### src/include/core_complex_params.svh
`ifndef CORE_COMPLEX_PARAMS_SVH
`define CORE_COMPLEX_PARAMS_SVH

// global x coordinate is {pod field, subcoordinate}
`define CC_X_SUBCORD_WIDTH 2
`define CC_POD_X_CORD_WIDTH 2
`define CC_X_CORD_WIDTH (`CC_POD_X_CORD_WIDTH + `CC_X_SUBCORD_WIDTH)

// tiles in the row, one per subcoordinate
`define CC_NUM_TILES 4

// pod 0 is the west io column, the row sits in pod 1
`define CC_POD_X 1

// word index inside one tile
`define CC_ADDR_WIDTH 4

`define CC_DATA_WIDTH 32

// destination register tag of a load
`define CC_REG_ID_WIDTH 5

// forward fifo depth, equals the host credit count
`define CC_FWD_CREDITS 4

// reverse link credits after reset
`define CC_REV_CREDITS 2

`define CC_REV_FIFO_DEPTH 4

`endif

### src/source/core_complex_pkg.sv
`include "core_complex_params.svh"

package core_complex_pkg;

  typedef enum logic [0:0]
  {
    e_op_store = 1'b0
    ,e_op_load = 1'b1
  } cc_op_e;

  typedef enum logic [0:0]
  {
    e_return_credit = 1'b0
    ,e_return_data  = 1'b1
  } cc_rev_type_e;

  // load info shares the payload word with store data
  typedef struct packed
  {
    logic [`CC_DATA_WIDTH-`CC_REG_ID_WIDTH-1:0] reserved;
    logic [`CC_REG_ID_WIDTH-1:0]                reg_id;
  } cc_load_info_s;

  typedef union packed
  {
    logic [`CC_DATA_WIDTH-1:0] data;
    cc_load_info_s             load_info;
  } cc_payload_u;

  typedef struct packed
  {
    cc_op_e                      op;
    logic [`CC_X_CORD_WIDTH-1:0] x_cord;
    logic [`CC_ADDR_WIDTH-1:0]   addr;
    logic [`CC_X_CORD_WIDTH-1:0] src_x_cord;
    cc_payload_u                 payload;
  } cc_fwd_packet_s;

  typedef struct packed
  {
    cc_rev_type_e                return_type;
    logic [`CC_REG_ID_WIDTH-1:0] reg_id;
    logic [`CC_X_CORD_WIDTH-1:0] src_x_cord;
    logic [`CC_DATA_WIDTH-1:0]   data;
  } cc_rev_packet_s;

endpackage

### src/source/sdr_link_rx.sv
`timescale 1ns/10ps

`include "core_complex_params.svh"

module sdr_link_rx
  (input                                    clk_i
  ,input                                    reset_i

  ,input                                    fwd_v_i
  ,input  core_complex_pkg::cc_fwd_packet_s fwd_data_i
  ,output logic                             fwd_token_o

  ,output logic                             req_v_o
  ,output core_complex_pkg::cc_fwd_packet_s req_packet_o
  ,input                                    req_yumi_i
  );

  localparam ptr_width_lp = $clog2(`CC_FWD_CREDITS);

  core_complex_pkg::cc_fwd_packet_s fifo_r [`CC_FWD_CREDITS];

  // extra wrap bit tells full from empty
  logic [ptr_width_lp:0] wptr_r;
  logic [ptr_width_lp:0] rptr_r;

  assign req_v_o      = (wptr_r != rptr_r);
  assign req_packet_o = fifo_r[rptr_r[ptr_width_lp-1:0]];

  always_ff @(posedge clk_i)
  begin
    if (reset_i)
    begin
      wptr_r <= '0;
      rptr_r <= '0;
    end
    else
    begin
      // the host sends only while it holds a credit
      if (fwd_v_i)
        wptr_r <= wptr_r + 1'b1;
      if (req_yumi_i)
        rptr_r <= rptr_r + 1'b1;
    end
  end

  always_ff @(posedge clk_i)
  begin
    if (fwd_v_i)
      fifo_r[wptr_r[ptr_width_lp-1:0]] <= fwd_data_i;
  end

  // one token per consumed flit, a cycle after the take
  always_ff @(posedge clk_i)
  begin
    if (reset_i)
      fwd_token_o <= 1'b0;
    else
      fwd_token_o <= req_yumi_i;
  end

endmodule

### src/source/pod_row_tiles.sv
`timescale 1ns/10ps

`include "core_complex_params.svh"

module pod_row_tiles
  (input                                    clk_i
  ,input                                    reset_i

  ,input                                    req_v_i
  ,input  core_complex_pkg::cc_fwd_packet_s req_packet_i
  ,output logic                             req_yumi_o

  ,output logic                             ret_v_o
  ,output core_complex_pkg::cc_rev_packet_s ret_packet_o
  ,input                                    ret_full_i
  );

  localparam words_lp = 1 << `CC_ADDR_WIDTH;
  localparam logic [`CC_POD_X_CORD_WIDTH-1:0] pod_x_lp = `CC_POD_X_CORD_WIDTH'(`CC_POD_X);

  logic [`CC_POD_X_CORD_WIDTH-1:0] pod_cord;
  logic [`CC_X_SUBCORD_WIDTH-1:0]  tile_id;
  logic                            pod_hit;
  logic                            take;
  logic                            take_store;
  logic                            take_load;

  logic [`CC_X_CORD_WIDTH-1:0] tile_x_cord [`CC_NUM_TILES];

  logic [`CC_DATA_WIDTH-1:0] mem_r [`CC_NUM_TILES][words_lp];

  // global x of each tile in the row
  for (genvar i = 0; i < `CC_NUM_TILES; i++)
  begin: cord
    assign tile_x_cord[i] = {pod_x_lp, `CC_X_SUBCORD_WIDTH'(i)};
  end

  assign pod_cord = req_packet_i.x_cord[`CC_X_CORD_WIDTH-1-:`CC_POD_X_CORD_WIDTH];
  assign tile_id  = req_packet_i.x_cord[`CC_X_SUBCORD_WIDTH-1:0];
  assign pod_hit  = (pod_cord == pod_x_lp);

  // packets for another pod are still taken, then dropped
  assign req_yumi_o = req_v_i & ~ret_full_i;
  assign take       = req_yumi_o & pod_hit;
  assign take_store = take & (req_packet_i.op == core_complex_pkg::e_op_store);
  assign take_load  = take & (req_packet_i.op == core_complex_pkg::e_op_load);

  always_ff @(posedge clk_i)
  begin
    if (take_store)
      mem_r[tile_id][req_packet_i.addr] <= req_packet_i.payload.data;
  end

  always_ff @(posedge clk_i)
  begin
    if (reset_i)
      ret_v_o <= 1'b0;
    else
      ret_v_o <= take;
  end

  always_ff @(posedge clk_i)
  begin
    if (take_store)
    begin
      ret_packet_o.return_type <= core_complex_pkg::e_return_credit;
      ret_packet_o.reg_id      <= '0;
      ret_packet_o.src_x_cord  <= tile_x_cord[tile_id];
      ret_packet_o.data        <= '0;
    end
    else if (take_load)
    begin
      // same payload word, read as load info
      ret_packet_o.return_type <= core_complex_pkg::e_return_data;
      ret_packet_o.reg_id      <= req_packet_i.payload.load_info.reg_id;
      ret_packet_o.src_x_cord  <= tile_x_cord[tile_id];
      ret_packet_o.data        <= mem_r[tile_id][req_packet_i.addr];
    end
  end

endmodule

### src/source/sdr_link_tx.sv
`timescale 1ns/10ps

`include "core_complex_params.svh"

module sdr_link_tx
  (input                                    clk_i
  ,input                                    reset_i

  ,input                                    ret_v_i
  ,input  core_complex_pkg::cc_rev_packet_s ret_packet_i
  ,output logic                             ret_full_o

  ,output logic                             rev_v_o
  ,output core_complex_pkg::cc_rev_packet_s rev_data_o
  ,input                                    rev_token_i
  );

  localparam ptr_width_lp    = $clog2(`CC_REV_FIFO_DEPTH);
  localparam count_width_lp  = $clog2(`CC_REV_FIFO_DEPTH + 1);
  localparam credit_width_lp = $clog2(`CC_REV_CREDITS + 1);

  core_complex_pkg::cc_rev_packet_s queue_r [`CC_REV_FIFO_DEPTH];

  logic [ptr_width_lp-1:0]    wptr_r;
  logic [ptr_width_lp-1:0]    rptr_r;
  logic [count_width_lp-1:0]  count_r;
  logic [credit_width_lp-1:0] credit_r;
  logic                       send;

  assign send = (count_r != '0) && (credit_r != '0);

  // leave room for the return the tiles already have in flight
  assign ret_full_o = (count_r + count_width_lp'(ret_v_i))
                      >= count_width_lp'(`CC_REV_FIFO_DEPTH);

  always_ff @(posedge clk_i)
  begin
    if (reset_i)
    begin
      wptr_r   <= '0;
      rptr_r   <= '0;
      count_r  <= '0;
      credit_r <= credit_width_lp'(`CC_REV_CREDITS);
      rev_v_o  <= 1'b0;
    end
    else
    begin
      if (ret_v_i)
        wptr_r <= wptr_r + 1'b1;
      if (send)
        rptr_r <= rptr_r + 1'b1;
      count_r  <= count_r + count_width_lp'(ret_v_i) - count_width_lp'(send);
      // spend one credit per flit, regain one per token
      credit_r <= credit_r + credit_width_lp'(rev_token_i) - credit_width_lp'(send);
      rev_v_o  <= send;
    end
  end

  always_ff @(posedge clk_i)
  begin
    if (ret_v_i)
      queue_r[wptr_r] <= ret_packet_i;
    if (send)
      rev_data_o <= queue_r[rptr_r];
  end

endmodule

### src/source/core_complex.sv
`timescale 1ns/10ps

module core_complex
  (input                                    clk_i
  ,input                                    reset_i

  ,input                                    fwd_v_i
  ,input  core_complex_pkg::cc_fwd_packet_s fwd_data_i
  ,output logic                             fwd_token_o

  ,output logic                             rev_v_o
  ,output core_complex_pkg::cc_rev_packet_s rev_data_o
  ,input                                    rev_token_i
  );

  logic                             req_v;
  logic                             req_yumi;
  core_complex_pkg::cc_fwd_packet_s req_packet;

  logic                             ret_v;
  logic                             ret_full;
  core_complex_pkg::cc_rev_packet_s ret_packet;

  sdr_link_rx rx
    (.clk_i       (clk_i      )
    ,.reset_i     (reset_i    )
    ,.fwd_v_i     (fwd_v_i    )
    ,.fwd_data_i  (fwd_data_i )
    ,.fwd_token_o (fwd_token_o)
    ,.req_v_o     (req_v      )
    ,.req_packet_o(req_packet )
    ,.req_yumi_i  (req_yumi   )
    );

  pod_row_tiles tiles
    (.clk_i       (clk_i     )
    ,.reset_i     (reset_i   )
    ,.req_v_i     (req_v     )
    ,.req_packet_i(req_packet)
    ,.req_yumi_o  (req_yumi  )
    ,.ret_v_o     (ret_v     )
    ,.ret_packet_o(ret_packet)
    ,.ret_full_i  (ret_full  )
    );

  sdr_link_tx tx
    (.clk_i       (clk_i      )
    ,.reset_i     (reset_i    )
    ,.ret_v_i     (ret_v      )
    ,.ret_packet_i(ret_packet )
    ,.ret_full_o  (ret_full   )
    ,.rev_v_o     (rev_v_o    )
    ,.rev_data_o  (rev_data_o )
    ,.rev_token_i (rev_token_i)
    );

endmodule

### config.mk
export PLATFORM = sky130hd
export DESIGN_NAME = core_complex
export DESIGN_NICKNAME = d
export VERILOG_FILES = /design/src/source/core_complex_pkg.sv /design/src/source/sdr_link_rx.sv /design/src/source/pod_row_tiles.sv /design/src/source/sdr_link_tx.sv /design/src/source/core_complex.sv
export VERILOG_INCLUDE_DIRS = /design/src /design/src/include
export SDC_FILE = /design/constraint.sdc
export NUM_CORES = 2
export LEC_CHECK = 0
export BUFFER_PORTS_ARGS = -buffer_cell sky130_fd_sc_hd__buf_2
export CORE_UTILIZATION = 61
export CTS_CLUSTER_DIAMETER = 30
export DETAILED_ROUTE_END_ITERATION = 8
export GPL_TIMING_DRIVEN = 0
export HOLD_SLACK_MARGIN = 0.05
export PLACE_DENSITY = 0.77
export REMOVE_ABC_BUFFERS = 1
export SYNTH_ARGS = -nofsm -noshare
export SYNTH_HDL_FRONTEND = slang
export SYNTH_SLANG_ARGS = --single-unit
### constraint.sdc
create_clock -name clk_i -period 7.3 [get_ports clk_i]
set_input_delay 1.095 -clock clk_i [delete_from_list [all_inputs] [get_ports clk_i]]
set_output_delay 1.095 -clock clk_i [all_outputs]
set_load 0.03 [all_outputs]
# ---- Word level (Yosys, flattened, before mapping)
# Memories as Yosys holds them, arrays and structs flattened. A register that Yosys moved wholly into a read port is not among the register bits.
# Cells that the tools add are included.
dict set report totals {
  reg_bits 60
  latchBits 0
  ram_bits 2396
  romBits 0
  in_bits 49
  out_inout_bits 44
  n_memories 3
}
# memory words word_bits rd rd_ports_with_merged_regs wr line_no
set mem_list {}
lappend mem_list {tiles.mem_r 4 512 1 0 1 pod_row_tiles.sv:30} ;# logic [`CC_DATA_WIDTH-1:0] mem_r [`CC_NUM_TILES][words_lp];
lappend mem_list {rx.fifo_r 4 45 1 1 1 sdr_link_rx.sv:20} ;# core_complex_pkg::cc_fwd_packet_s fifo_r [`CC_FWD_CREDITS];
lappend mem_list {tx.queue_r 4 42 1 1 1 sdr_link_tx.sv:22} ;# core_complex_pkg::cc_rev_packet_s queue_r [`CC_REV_FIFO_DEPTH];
dict set report op_classes {
  addsub 8
  mul 0
  div 0
  n_lt_le_gt_ge 4
  n_eq_ne 2
  shifts 0
  n_mux 18
  bitwise 8
  n_reduce_logical 5
}
# op n
set op_table {}
lappend op_table {{$mux 512} 1}
lappend op_table {{$bmux 32 s4} 1}
lappend op_table {{$demux 32 s4} 1}
lappend op_table {{$mux 32} 3}
lappend op_table {{$mux 36} 2}
lappend op_table {{$bmux 4 s2} 1}
lappend op_table {{$mux 4} 2}
lappend op_table {{$add 3x1->3 const B} 2}
lappend op_table {{$ge 3x3->1 const B} 2}
lappend op_table {{$ge 5x5->1 const B} 1}
lappend op_table {{$lt 5x1->1 const B} 1}
lappend op_table {{$mux 1} 5}
lappend op_table {{$not 4->5} 1}
lappend op_table {{$add 2x1->2 const B} 2}
lappend op_table {{$and 1x1->1} 4}
lappend op_table {{$mux 2} 2}
lappend op_table {{$reduce_bool 2->1} 2}
lappend op_table {{$add 3x1->3} 1}
lappend op_table {{$ne 3x3->1} 1}
lappend op_table {{$not 2->3} 1}
lappend op_table {{$reduce_bool 3->1} 1}
lappend op_table {{$sub 3x1->3} 1}
lappend op_table {{$add 2x1->2} 1}
lappend op_table {{$eq 2x1->1 const B} 1}
lappend op_table {{3 further kinds} 5}

# ---- Depth between registers and ports, before layout
dict set report depth {
  ltp_word 8
  mapped_depth 13
  ltp_nobuf 10
}

# ---- Hierarchy
# From an unflattened synthesis, not the netlist that was laid out.
dict set report hier_totals {
  hier_cells 4268
  area_unflattened_um2 94329.2
}
# mod instances cells_per_inst area_each_um2 seq_area_each_um2
set by_module_without_submodules {}
lappend by_module_without_submodules {pod_row_tiles 1 3674 79451.2 62339.8}
lappend by_module_without_submodules {sdr_link_tx 1 317 7902.6 6506.2}
lappend by_module_without_submodules {sdr_link_rx 1 277 6975.4 5585.4}

# ---- Worst setup path before layout
# Ideal clock, no wire load.
dict set report synth_timing {
  path_kind {reg-to-reg}
  start {register with a tool-made name}
  end {memory tiles.mem_r[0][480] in the netlist's numbering (enable)}
  setup_ps 421
  t_arrival_ps 3684
  required_time_ps 6879
  setup_slack_ps 3194
  path_stages_with_launch 11
  path_buffers 6
  period_less_slack_ps 4106
  path_cell_list {dfxtp_1 buf_6 buf_6 mux4_2 buf_2 buf_2 buf_2 buf_2 nor3_1 nand2_1 nor2_1}
}
# item line_no
set synth_rtl {}
lappend synth_rtl {{end: declaration} pod_row_tiles.sv:30}

==> implementation parameters <==
Parameter                              Value

Final layout
  Synthesis-to-layout area growth    20.28%
  Count of fill cells added during filler insertion    7921
  Count of nets after finishing    5921
  Ratio of cells with drive above 1 in the final layout    0.1976
  Final standard cell count with taps included and fillers excluded    8256
  Share of the core filled with cells    0.7428

GRT
  Antenna violations before repair    13
  Global-route usage over all layers    0.3348
  Overflow left after global routing    0
  Wire length of the first global-routing pass    379000 um
  Vias in the first global route    56982
  Largest net degree at the start of global routing    93

Timing
  Max Clock Freq    172.9 MHz
  Max-Slew Margin vs Limit    -0.05892
  Final setup violation count    0
  Minimum clock period    5.784 ns
  Final Max Tran Viols    134
  Setup TNS    0 ns
  Tcrit/Tclk final    0.7923
  Setup ws final    1.516 ns
  Actual slew at the worst max-slew pin    1.572 ns
  Final hold violation count    0
  Worst-case clock skew    0.06917 ns
  Setup repair after global routing missed its margin    no
  Worst hold slack    0.3544 ns

Die
  IO Count    93
  Die Span Y    398.1 um
  Number of cell rows    144
  Area of the core    154900 um2
  Starting Density    0.6176
  Area of the die    158500 um2
  Die boundary width    398.1 um

Clocking
  CTS tree    built
  TritonCTS buffer count    437
  CTS clock-pin slew for the worst setup and hold paths    0.06 ns
  Clk_lat worst skew    0.97 ns
  Post-CTS resize count    0
  Setup Buffers After CTS    0
  Root buffer cell    clkbuf_16
  Number of H-tree levels    5
  Clock sinks    2472
  Hold buffer count at cts    0
  Buffer levels on the longest clock path    4

Synth
  Average size of a mapped cell    17.30 um2
  Number of flops mapped to enable cells by yosys    2414
  Synth warn    0
  Most used flip-flop cell after synthesis    edfxtp_1
  Post-synthesis cell area    95700 um2
  Top cells by area in the synthesized netlist    edfxtp_1, mux2i_1, mux4_2, nand2_1, dfxtp_1
  Area share of the largest cell type after synthesis    0.7575
  Yosys cell types    57
  Number of register bits inferred by synthesis    2472
  Most common cell in the netlist    edfxtp_1
  Part of the Yosys area used for sequential elements    0.7696
  Yosys top cell by area    edfxtp_1
  Share of synthesized registers carrying an async set or reset    0
  Most frequent cells after synthesis    edfxtp_1, nand2_1, mux2i_1
  Number of instances in the synthesized netlist    5531

Setup path
  Worst reg2reg endpoint    tiles.ret_packet_o[0]$_SDFFE_PN0N_
  Reg2reg setup slack    1.52 ns
  Arrival @ worst endpoint    6.66 ns
  Critical Path End Type    register
  CP Launch Type    register
  End point of the critical path    tiles.ret_packet_o[0]$_SDFFE_PN0N_
  Maximum net fanout on the critical path    58
  Worst R2R Path Depth    11
  Required time at the worst-slack endpoint    8.18 ns
  Category of the critical setup timing path    register to register

Placement
  Placed instance count    7461
  Final Wtd Congestion    0.8596
  HPWL after detailed placement    137800 um
  Pre-CTS setup slack    1.863 ns
  Port Buffers    86

Power and ir drop
  Clock share of power    0.403
  Static Leakage    39.58 nW
  Sequential fraction of design power    0.364
  Int Pwr    34.16 mW
  NetSw    15.60 mW
  Share of total power consumed by net switching    0.3134
  Combinational cell fraction of total power    0.234
  Total power per unit cell area    432.3 nW/um2
  Max rail drop VDD    0.0003050 V

Route
  First-pass detailed-route iteration total    7
  Final WL    266700 um
  Per-cell routed wire length    32.30 um
  Remaining antenna violation count    0
  Drt via density    6.792
  DRC errors left    0
  Vias    56077
  Starting DRT DRC Count    8776

Run
  Number of max-cap violations    5

Outcome
  Run status    complete, but fails checks
  Failing checks    capacitance limit, slew limit

Worst hold path
  Path class of the lowest-slack min-delay path    input pin to register
[state kept, by name, summed over array words and instances (netlist names), named ones only]
name and cells:
rx.rptr_r 3, tiles.ret_packet_o 40, rx.fifo_r 164, tx.rptr_r 2, rx.fwd_token_o 1, tx.queue_r 160, tx.rev_v_o 1, tx.count_r 3
tiles.mem_r 2048, tx.wptr_r 2, tiles.ret_v_o 1, tx.rev_data_o 40, tx.credit_r 2, rx.wptr_r 3
[stage by stage]
step                total power, mW  instance area, um2
floorplan                     26.34               94150
global placement              29.77               97130
detailed placement            29.20              100500
CTS                           49.37              115000
global route                  50.76              115100
finish                        49.76              115100
[cell families (layout without fill, tap and decap cells)]
kind of cell / count (synthesis) / count (layout) / synth area share
AO/OA/AOI/OAI: 617 / 617 / 0.04070
XOR/XNOR: 14 / 14 / 0.001281
adder cells (fa/ha/maj): 15 / 15 / 0.001961
buffers and inverters: 330 / 1007 / 0.01662
flip-flops: 2472 / 2472 / 0.7696
multiplexers: 859 / 859 / 0.1128
other: 2 / 6 / 0.00007848
AND/OR/NAND/NOR: 1222 / 1222 / 0.05693
[cells in the final DEF (no fill, tap or decap), types with 38 or more instances in the layout]
master and count:
a21oi_1 141, bufinv_16 52, mux4_2 154, buf_12 68
nand3_1 82, edfxtp_1 2414, nor2_4 65, a211oi_1 109
nor2b_1 112, mux2i_1 659, clkinvlp_4 62, a31oi_1 52
buf_2 86, o21ai_0 141, o22ai_1 91, clkbuf_16 444
clkinv_2 64, dfxtp_1 54, nand2_1 724, and3_1 96
clkinv_1 49, buf_16 48, clkbuf_1 38
[worst max-delay path, cell delays in order (launching register included)]
cell,delay [ns]
dfxtp_4,0.47
buf_16,0.30
mux4_4,0.96
buf_16,0.32
buf_16,0.25
buf_16,0.26
buf_16,0.25
nand2_4,0.72
o22ai_1,0.31
or4_1,0.63
a21oi_1,0.76
a221o_1,0.23
[per-layer routing]
layer / global-route usage / up-vias / share of wire
li1: - / 22440 / -
met1: 0.4208 / 27888 / 0.34
met2: 0.5177 / 4703 / 0.46
met3: 0.09773 / 1032 / 0.13
met4: 0.2045 / 14 / 0.066
met5: 0 / - / 0.00040
[power by group through the flow]
stage	clock network [mW]	registers (mW)	logic (mW)
2_1_floorplan	0	18.5	7.88
3_3_place_gp	0	18.4	11.3
3_5_place_dp	0	18.4	10.8
4_1_cts	20.1	18.1	11.2
5_1_grt	20.7	18.1	11.9
6_report	20.0	18.1	11.6
[cell type report]
type / instances / area (um2) / share of cell area
diodes: 4 / 10.01 / 0.00008696
inverters: 10 / 37.54 / 0.0003261
multi-input cells: 2729 / 21120 / 0.1835
clock inverters: 302 / 3206 / 0.02785
repair buffers: 207 / 3177 / 0.02760
clock buffers: 488 / 11340 / 0.09849
well taps: 2044 / 2557 / 0.02222
flip-flops and latches: 2472 / 73660 / 0.6400
[worst min path at each step]
stage	start	to	slack (ns)	cells after the start
6_report	fwd_data_i[39]	rx.fifo_r[2][39]$_DFFE_PP_	0.35	1
5_1_grt	fwd_data_i[11]	rx.fifo_r[3][11]$_DFFE_PP_	0.34	1
4_1_cts	fwd_data_i[11]	rx.fifo_r[0][11]$_DFFE_PP_	0.32	1
3_5_place_dp	tiles.ret_packet_o[36]$_SDFFE_PN0N_	tiles.ret_packet_o[36]$_SDFFE_PN0N_	0.48	2
3_3_place_gp	tiles.ret_packet_o[37]$_SDFFE_PN0N_	tiles.ret_packet_o[37]$_SDFFE_PN0N_	0.47	2
2_1_floorplan	tiles.ret_packet_o[36]$_SDFFE_PN0N_	tiles.ret_packet_o[36]$_SDFFE_PN0N_	0.45	2
Note: power is estimated with default switching activity, not from simulation.
